--- src/include/sched_defines.svh ---
`ifndef SCHED_DEFINES_SVH
`define SCHED_DEFINES_SVH

// Core array size
`define NUM_CORES 4

// Task memory depth in frames
`define TM_DEPTH 16

// Parts broadcast per instruction frame, one per cycle
`define LOAD_TIME 4

`define PART_WIDTH 32

// R0 init value width per core
`define REG_WIDTH 16

// Width of the instruction frame count field
`define INSN_COUNT_WIDTH 4

// One memory frame holds all parts of an instruction frame
`define FRAME_WIDTH (`LOAD_TIME * `PART_WIDTH)

`endif

--- src/logic/core_if_pkg.sv ---
`include "sched_defines.svh"

package core_if_pkg;

	// One bit per core
	typedef logic [`NUM_CORES-1:0] core_mask_t;

	typedef logic [`REG_WIDTH-1:0] reg_word_t;

	// Core 0 in the low word
	typedef reg_word_t [`NUM_CORES-1:0] r0_bus_t;

	typedef logic [`PART_WIDTH-1:0] insn_part_t;

	typedef logic [$clog2(`LOAD_TIME)-1:0] part_idx_t;

endpackage

--- src/logic/task_frame_pkg.sv ---
`include "sched_defines.svh"

package task_frame_pkg;

	typedef enum logic [1:0] {
		NO  = 2'd0, // Overlap allowed
		ACQ = 2'd1, // Next task waits for all cores
		REL = 2'd2  // This task waits for all cores
	} fence_t;

	localparam int TM_ADDR_WIDTH = $clog2(`TM_DEPTH);

	typedef logic [`FRAME_WIDTH-1:0] frame_t;

	typedef logic [TM_ADDR_WIDTH-1:0] tm_addr_t;

	// Bits left over once the control fields are placed
	localparam int CTRL_PAD_WIDTH = `FRAME_WIDTH - `INSN_COUNT_WIDTH
		- 2 * `NUM_CORES - $bits(fence_t) - 1 - TM_ADDR_WIDTH
		- `NUM_CORES * `REG_WIDTH;

	// First field sits at the top of the frame
	typedef struct packed {
		logic [`INSN_COUNT_WIDTH-1:0] insn_count;
		core_if_pkg::core_mask_t      core_mask;
		fence_t                       fence;
		core_if_pkg::core_mask_t      init_mask;
		logic                         stop;      // Hand over to display
		tm_addr_t                     stop_addr; // Restart point
		core_if_pkg::r0_bus_t         r0;
		logic [CTRL_PAD_WIDTH-1:0]    pad;
	} ctrl_frame_t;

endpackage

--- src/logic/task_memory.sv ---
`timescale 1ns/1ns
`include "sched_defines.svh"

module task_memory (
	input  logic                     clk,
	input  logic                     tm_we,
	input  task_frame_pkg::tm_addr_t tm_addr,
	input  task_frame_pkg::frame_t   tm_wdata,
	input  task_frame_pkg::tm_addr_t tm_ptr,
	output task_frame_pkg::frame_t   frame
);

	import task_frame_pkg::*;

	frame_t mem [`TM_DEPTH];

	// Write port stays live during reset so the program can be loaded
	always_ff @(posedge clk) begin
		if (tm_we) begin
			mem[tm_addr] <= tm_wdata;
		end
	end

	assign frame = mem[tm_ptr]; // Async read at task pointer

	a_addr_in_range: assert property (
		@(posedge clk) tm_we |-> int'(tm_addr) < `TM_DEPTH
	);

endmodule

--- src/logic/sched_fsm.sv ---
`timescale 1ns/1ns
`include "sched_defines.svh"

module sched_fsm (
	input  logic                     clk,
	input  logic                     reset,
	input  task_frame_pkg::frame_t   frame,
	input  core_if_pkg::core_mask_t  ready,
	input  logic                     cores_done,
	input  logic                     last_part,
	input  logic                     start_issue,
	output task_frame_pkg::tm_addr_t tm_ptr,
	output logic                     load_ctrl,
	output logic                     loading,
	output logic                     vga_en,
	input  logic                     vga_end
);

	import task_frame_pkg::*;

	typedef enum logic [1:0] {
		CTRL,
		LOAD,
		DISPLAY
	} state_t;

	state_t                       state;
	ctrl_frame_t                  ctrl;
	fence_t                       fence_r;
	logic [`INSN_COUNT_WIDTH-1:0] frames_left;
	logic                         stop_r;
	tm_addr_t                     stop_addr_r;
	logic                         vga_sent;
	logic                         all_ready;
	logic                         own_ready;
	logic                         block_all;
	logic                         frame_end;

	assign ctrl      = frame;
	assign all_ready = &ready;
	assign own_ready = (ready & ctrl.core_mask) == ctrl.core_mask;

	// Wait for the whole array after an ACQ task or for a fenced task
	assign block_all = (fence_r == ACQ) || (ctrl.fence != NO);

	assign load_ctrl = (state == CTRL) && (block_all ? all_ready : own_ready);
	assign loading   = (state == LOAD);
	assign frame_end = start_issue && last_part;
	assign vga_en    = (state == DISPLAY) && !vga_sent && all_ready;

	always_ff @(posedge clk) begin
		if (reset) begin
			state       <= CTRL;
			tm_ptr      <= '0;
			fence_r     <= NO;
			frames_left <= '0;
			stop_r      <= 1'b0;
			vga_sent    <= 1'b0;
		end else begin
			case (state)
				CTRL: begin
					if (load_ctrl) begin
						tm_ptr      <= tm_ptr + 1'b1;
						fence_r     <= ctrl.fence;
						frames_left <= ctrl.insn_count;
						stop_r      <= ctrl.stop;
						if (ctrl.insn_count != '0) begin
							state <= LOAD;
						end else if (ctrl.stop) begin
							state <= DISPLAY; // Stop task without frames
						end
					end
				end
				LOAD: begin
					if (frame_end) begin
						tm_ptr      <= tm_ptr + 1'b1;
						frames_left <= frames_left - 1'b1;
						if (frames_left == `INSN_COUNT_WIDTH'd1) begin
							state <= stop_r ? DISPLAY : CTRL;
						end
					end
				end
				DISPLAY: begin
					if (vga_en) begin
						vga_sent <= 1'b1;
					end else if (vga_sent && vga_end) begin
						vga_sent <= 1'b0;
						stop_r   <= 1'b0;
						tm_ptr   <= stop_addr_r;
						fence_r  <= ACQ; // Restart waits for idle array
						state    <= CTRL;
					end
				end
				default: begin
					state <= CTRL;
				end
			endcase
		end
	end

	always_ff @(posedge clk) begin
		if (load_ctrl) begin
			stop_addr_r <= ctrl.stop_addr;
		end
	end

	a_vga_single: assert property (
		@(posedge clk) disable iff (reset) vga_en |=> !vga_en
	);

	a_load_ctrl_state: assert property (
		@(posedge clk) disable iff (reset) load_ctrl |-> state == CTRL
	);

	// Broadcast only issues parts while this FSM is loading
	a_issue_in_load: assert property (
		@(posedge clk) disable iff (reset) start_issue |-> loading && cores_done
	);

endmodule

--- src/logic/load_timer.sv ---
`timescale 1ns/1ns
`include "sched_defines.svh"

module load_timer (
	input  logic                   clk,
	input  logic                   reset,
	input  logic                   load_ctrl,
	input  logic                   start_issue,
	output core_if_pkg::part_idx_t insn_load_counter,
	output logic                   last_part
);

	import core_if_pkg::*;

	localparam part_idx_t LAST_IDX = part_idx_t'(`LOAD_TIME - 1);

	// Holds while the cores push back
	always_ff @(posedge clk) begin
		if (reset || load_ctrl) begin
			insn_load_counter <= '0;
		end else if (start_issue) begin
			if (last_part) begin
				insn_load_counter <= '0;
			end else begin
				insn_load_counter <= insn_load_counter + 1'b1;
			end
		end
	end

	assign last_part = (insn_load_counter == LAST_IDX);

endmodule

--- src/logic/insn_broadcast.sv ---
`timescale 1ns/1ns
`include "sched_defines.svh"

module insn_broadcast (
	input  logic                    clk,
	input  logic                    reset,
	input  task_frame_pkg::frame_t  frame,
	input  logic                    load_ctrl,
	input  logic                    loading,
	input  core_if_pkg::core_mask_t ready,
	input  core_if_pkg::part_idx_t  insn_load_counter,
	output logic                    cores_done,
	output logic                    start_issue,
	output core_if_pkg::core_mask_t start,
	output core_if_pkg::insn_part_t insn_data
);

	import task_frame_pkg::*;
	import core_if_pkg::*;

	ctrl_frame_t                 ctrl;
	core_mask_t                  active_mask;
	insn_part_t [`LOAD_TIME-1:0] parts;

	assign ctrl  = frame;
	assign parts = frame; // Part 0 in the low bits

	always_ff @(posedge clk) begin
		if (reset) begin
			active_mask <= '0;
		end else if (load_ctrl) begin
			active_mask <= ctrl.core_mask;
		end
	end

	// Busy is a low ready bit
	assign cores_done = ((~ready & active_mask) == '0);

	assign start_issue = loading && cores_done;

	assign start = start_issue ? active_mask : '0;

	assign insn_data = parts[insn_load_counter];

	a_start_in_mask: assert property (
		@(posedge clk) disable iff (reset) (start & ~active_mask) == '0
	);

endmodule

--- src/logic/core_init_regs.sv ---
`timescale 1ns/1ns

module core_init_regs (
	input  logic                    clk,
	input  logic                    reset,
	input  task_frame_pkg::frame_t  frame,
	input  logic                    load_ctrl,
	output core_if_pkg::core_mask_t init_r0_vect,
	output core_if_pkg::r0_bus_t    init_r0
);

	import task_frame_pkg::*;

	ctrl_frame_t ctrl;

	assign ctrl = frame;

	// Held for the whole task, replaced by the next control frame
	always_ff @(posedge clk) begin
		if (reset) begin
			init_r0_vect <= '0;
			init_r0      <= '0;
		end else if (load_ctrl) begin
			init_r0_vect <= ctrl.init_mask;
			init_r0      <= ctrl.r0;
		end
	end

endmodule

--- src/logic/task_scheduler_top.sv ---
`timescale 1ns/1ns

module task_scheduler_top (
	input  logic                     clk,
	input  logic                     reset,
	input  logic                     tm_we,
	input  task_frame_pkg::tm_addr_t tm_addr,
	input  task_frame_pkg::frame_t   tm_wdata,
	input  core_if_pkg::core_mask_t  ready,
	output core_if_pkg::core_mask_t  start,
	output core_if_pkg::part_idx_t   insn_load_counter,
	output core_if_pkg::insn_part_t  insn_data,
	output core_if_pkg::core_mask_t  init_r0_vect,
	output core_if_pkg::r0_bus_t     init_r0,
	output logic                     vga_en,
	input  logic                     vga_end
);

	import task_frame_pkg::*;

	frame_t   frame;
	tm_addr_t tm_ptr;
	logic     load_ctrl;
	logic     loading;
	logic     cores_done;
	logic     last_part;
	logic     start_issue;

	task_memory i_task_memory (
		.clk      (clk),
		.tm_we    (tm_we),
		.tm_addr  (tm_addr),
		.tm_wdata (tm_wdata),
		.tm_ptr   (tm_ptr),
		.frame    (frame)
	);

	sched_fsm i_sched_fsm (
		.clk         (clk),
		.reset       (reset),
		.frame       (frame),
		.ready       (ready),
		.cores_done  (cores_done),
		.last_part   (last_part),
		.start_issue (start_issue),
		.tm_ptr      (tm_ptr),
		.load_ctrl   (load_ctrl),
		.loading     (loading),
		.vga_en      (vga_en),
		.vga_end     (vga_end)
	);

	load_timer i_load_timer (
		.clk               (clk),
		.reset             (reset),
		.load_ctrl         (load_ctrl),
		.start_issue       (start_issue),
		.insn_load_counter (insn_load_counter),
		.last_part         (last_part)
	);

	insn_broadcast i_insn_broadcast (
		.clk               (clk),
		.reset             (reset),
		.frame             (frame),
		.load_ctrl         (load_ctrl),
		.loading           (loading),
		.ready             (ready),
		.insn_load_counter (insn_load_counter),
		.cores_done        (cores_done),
		.start_issue       (start_issue),
		.start             (start),
		.insn_data         (insn_data)
	);

	core_init_regs i_core_init_regs (
		.clk          (clk),
		.reset        (reset),
		.frame        (frame),
		.load_ctrl    (load_ctrl),
		.init_r0_vect (init_r0_vect),
		.init_r0      (init_r0)
	);

endmodule

--- config.mk ---
export PLATFORM = sky130hd
export DESIGN_NAME = task_scheduler_top
export DESIGN_NICKNAME = d
export VERILOG_FILES = /design/src/logic/core_if_pkg.sv /design/src/logic/task_frame_pkg.sv /design/src/logic/task_memory.sv /design/src/logic/sched_fsm.sv /design/src/logic/load_timer.sv /design/src/logic/insn_broadcast.sv /design/src/logic/core_init_regs.sv /design/src/logic/task_scheduler_top.sv
export VERILOG_INCLUDE_DIRS = /design/src /design/src/include
export SDC_FILE = /design/constraint.sdc
export NUM_CORES = 2
export LEC_CHECK = 0
export BUFFER_PORTS_ARGS = -buffer_cell sky130_fd_sc_hd__buf_2
export CAP_MARGIN = 20
export CELL_PAD_IN_SITES_DETAIL_PLACEMENT = 2
export CELL_PAD_IN_SITES_GLOBAL_PLACEMENT = 2
export CORE_UTILIZATION = 54
export DETAILED_ROUTE_END_ITERATION = 8
export PLACE_DENSITY_LB_ADDON = 0.1
export SLEW_MARGIN = 20
export SYNTH_ARGS = -nofsm -noshare
export SYNTH_HDL_FRONTEND = slang
export SYNTH_SLANG_ARGS = --single-unit
--- constraint.sdc ---
create_clock -name clk -period 28 [get_ports clk]
set_clock_uncertainty 0.05 [all_clocks]
set_input_delay 5.6 -clock clk [delete_from_list [all_inputs] [get_ports clk]]
set_output_delay 5.6 -clock clk [all_outputs]
set_load 0.05 [all_outputs]
==> impl_metrics.ini, run 1 <==
[run_status]
status = did not finish
lastStage = 3_5_place_dp
error = [ERROR DPL-0033] detailed placement checks failed during check placement.

[synth]
synthDistinctLibCells = 58
syn-cell-area_um2 = 81800
yosys.area.top_type_share_pct = 75.3
ys_seq_elements = 2144
syn_nets = 3626
synth_flop_cell = edfxtp_1
synth_warnings = 0
synth_area_per_cell_um2 = 23.5
synthTopCellsByArea = edfxtp_1 75%, mux4_2 18%, dfxtp_1 2.3%
netlist.top_cell.by_area = edfxtp_1
seq_area_frac_synth_pct = 77.5
synth-edff-count = 2052
netlist_instances = 3482
synthArstFlopShare_pct = 0

[placement]
hpwl_um = 160000
routabilityCongestion = 0.781
io_buffer_count = 246

[floorplanning]
die_x_um = 391
io_pins = 247
start_util_pct = 54.5
num_rows = 142
die_y_um = 391
==> cell usage after synthesis, types with 8 or more instances <==
master	count
a211oi_1	18
nand2_1	15
dfxtp_1	92
buf_6	11
nor2_1	35
buf_2	66
nand3_1	74
buf_1	19
inv_1	13
nor3_1	15
edfxtp_1	2052
nor2b_1	18
o22ai_1	11
a21oi_1	94
o21ai_0	76
mux2_2	11
mux4_2	639
o2bb2ai_1	8
mux2i_1	22
clkbuf_1	102
nand2b_1	9
==> kinds of logic after synthesis <==
| family | after synthesis | synth area share, % |
|---|---|---|
| simple gates | 195 | 1.22 |
| compound gates | 245 | 1.80 |
| mux | 676 | 18.1 |
| fa+ha+maj | 4 | 0.0612 |
| buf+inv | 217 | 1.22 |
| xor+xnor | 1 | 0.0107 |
| flops | 2144 | 77.5 |
==> per-stage QoR <==
step / std cells / worst slack (ns) / hold slack, ns / cell area [um2]
floorplan: 3482 / 12.42 / 0.397 / 81800
global placement: 5607 / 15.34 / 0.411 / 85500
==> run 2, diff against run 1 <==
CELL_PAD_IN_SITES_DETAIL_PLACEMENT = default   (was 2)
CELL_PAD_IN_SITES_GLOBAL_PLACEMENT = default   (was 2)
CORE_UTILIZATION = 40   (was 54)
PLACE_DENSITY_LB_ADDON = 0.15   (was 0.1)
==> run 2 against run 1 <==
The run now ends clean. Synthesized area stayed put. Synthesized cell count stayed put.
==> impl_metrics.ini, run 2 <==
[timing]
worst_pin_slew_ns = 1.06
max_slew_margin_pct = 29.3
rsz0062_at_grt = no
fin_crit_sh_pct = 45.0
fmax_mhz = 79.3
slew_violations = 0
setup_tns_ns = 0
hold_viol = 0
setup_violations = 0
period_minus_slack_ns = 12.60

[drt]
drc_errors = 0
vias_per_cell = 5.74
routedWlPerCell_um = 32.9
postRouteAntennaNets = 0
wirelength_um = 220000
firstDrtPassIters = 5
routed-via-count = 38400
initialDrtViolationCount = 3755

[synth]
seq_area_frac_synth_pct = 77.5
yosys.area.top_type_share_pct = 75.3
synth-edff-count = 2052
syn-cell-area_um2 = 81800
netlist_instances = 3482
netlist.top_cell.by_area = edfxtp_1
synth_common_cells = 2052 x edfxtp_1, 639 x mux4_2, 102 x clkbuf_1
synthArstFlopShare_pct = 0
syn_nets = 3626
synth_area_per_cell_um2 = 23.5
synthTopCellsByArea = edfxtp_1 75%, mux4_2 18%, dfxtp_1 2.3%
synth_most_common_cell = edfxtp_1
synthDistinctLibCells = 58
synth_warnings = 0
ys_seq_elements = 2144
synth_flop_cell = edfxtp_1

[layout]
largest_reg_flops = 2048
final_common_cell = edfxtp_1
largestRegisters = i_task_memory.mem (2048), i_core_init_regs.init_r0 (64)
layoutNonFillerInstCount = 6689
multi_input_area_um2 = 17500
fillCellCount = 16800
ff_latch_area_um2 = 63500
syn2layout_area_growth_pct = 14.0
drive_gt1_share_pct = 32.8
nNetsFinal = 3961
finalInstanceArea_um2 = 93300
largest-register = i_task_memory.mem
final_cell_mix = 2052 x edfxtp_1, 639 x mux4_2, 245 x buf_2, 222 x clkbuf_16, 94 x a21oi_1

[clock_network]
htreeDepth = 4
clockRootBuffer = clkbuf_16
cts_setup_buffers = 0
path_clk_slew_ns = 0.06
cts.hold.buffers_added = 0
clock_latency_ns = 0.85
cts_tree = done
clockBufferDepth = 3
cts_sinks = 2144
cts_buffers = 215
cts_resized = 0

[global_route]
grt_pass1_vias = 39800
met3_usage_pct = 3.47
grt_busiest_layer = met2
antenna_found_initial = 69
track_usage_pct = 21.5
grtUsageMet2_pct = 36.0
grt_max_degree = 118
overflow = 0
grt_pass1_wl_um = 310000
gr-usage-met1_pct = 29.4

[power]
sequentialPowerShare_pct = 52.5
p_comb_share_pct = 6.6
peakVddDrop_mv = 0.0612
p_leak_uw = 0.0284
clkPwrFrac_pct = 40.8
powerDensity_nw_per_um2 = 73.6
power_uw = 6870
sw_frac_of_total_pct = 22.0
intPower_uw = 5360
switching_power_uw = 1510

[placement]
routabilityCongestion = 0.790
hpwl_um = 118000
io_buffer_count = 246
post_dp_cell_area_um2 = 86400
dp.cells = 6271

[min_path]
hold_class = flip-flop to flip-flop
hold_depth = 2

[setup_path]
endpoint = start[3]
crit_chain = buf_2 -> inv_1 -> a22o_1 -> nor3_1 -> and2_1 -> buf_2
crit_path_max_incr_delay_ns = 0.44
crit_arrival_ns = 6.95
crit_fanout = 5
worstSetupPathType = input port to output pin
r2r_end = i_sched_fsm.stop_addr_r[2]
startpoint = ready[1]
cp-start-kind = input port
cpMaxStageDelayCell = nor3_1
ff2ff_path_depth = 11
crit_path_frequent_cell = buf_2
end_kind = output pin
reg2reg_slack_ns = 21.21
required_ns = 22.35

[run]
maxCapViolCount = 0

[floorplanning]
die_x_um = 454
num_rows = 165
die_y_um = 454
die_area_um2 = 206000
start_util_pct = 40.4
io_pins = 247
core_um2 = 203000

[run_status]
status = completed
[run 2: cell counts after synthesis]
Identical to the previous run, type by type.
[run 2: per-layer routing]
| metal | part of all wire (%) | routed length, um |
|---|---|---|
| met4 | 2.5 | 5510 |
| met3 | 5.2 | 11400 |
| met5 | 0.074 | 162 |
| met2 | 50 | 111000 |
| met1 | 42 | 92000 |
[run 2: stage by stage]
step | hold slack [ns] | worst slack, ns | util, %
4_1_cts | 0.422 | 15.38 | 46.0
6_report | 0.424 | 15.40 | 46.0
5_1_grt | 0.446 | 15.23 | 46.0
3_5_place_dp | 0.414 | 15.39 | 42.6
2_1_floorplan | 0.397 | 12.42 | -
3_3_place_gp | 0.414 | 15.35 | 42.6
[run 2: area by class of cell]
class / instances / share of cell area (%)
flip-flops and latches: 2144 / 68.1
multi-input cells: 1121 / 18.8
clock buffers: 289 / 6.38
well taps: 2672 / 3.58
repair buffers: 321 / 2.12
clock inverters: 115 / 0.969
inverters: 14 / 0.0644
diodes: 13 / 0.0349
[run 2: power by group through the flow]
stage                     logic, uW  registers (uW)  clock network, uW
after floorplan                 279            3690                  0
after global placement          462            3670                  0
after detailed placement        465            3680                  0
after CTS                       466            3610               2860
after global routing            484            3610               2970
final                           456            3610               2800
[run 2: kinds of logic after synthesis]
family	synth area share [%]
and+or+nand+nor	1.22
AOI/OAI and AO/OA	1.80
DFF	77.5
xor gates and xnor gates	0.0107
buffers and inverters	1.22
adders and majority gates	0.0612
muxes	18.1
[run 2: worst max-delay path: cells and delay by family]
kind	cells	cell delay [ns]
AOI/OAI and AO/OA	1	0.29
and+or+nand+nor	2	0.64
buffers and inverters	3	0.43
[run 2: worst min path at each step]
stage	start	endpoint	slack, ns
6_report	i_core_init_regs.init_r0[48]	i_core_init_regs.init_r0[48]	0.42
5_1_grt	i_core_init_regs.init_r0[6]	i_core_init_regs.init_r0[6]	0.45
4_1_cts	i_core_init_regs.init_r0[52]	i_core_init_regs.init_r0[52]	0.42
3_5_place_dp	i_core_init_regs.init_r0[52]	i_core_init_regs.init_r0[52]	0.41
3_3_place_gp	i_core_init_regs.init_r0[48]	i_core_init_regs.init_r0[48]	0.41
2_1_floorplan	i_sched_fsm.frames_left[3]	i_sched_fsm.frames_left[3]	0.40
Note: power is estimated with default switching activity, not from simulation.
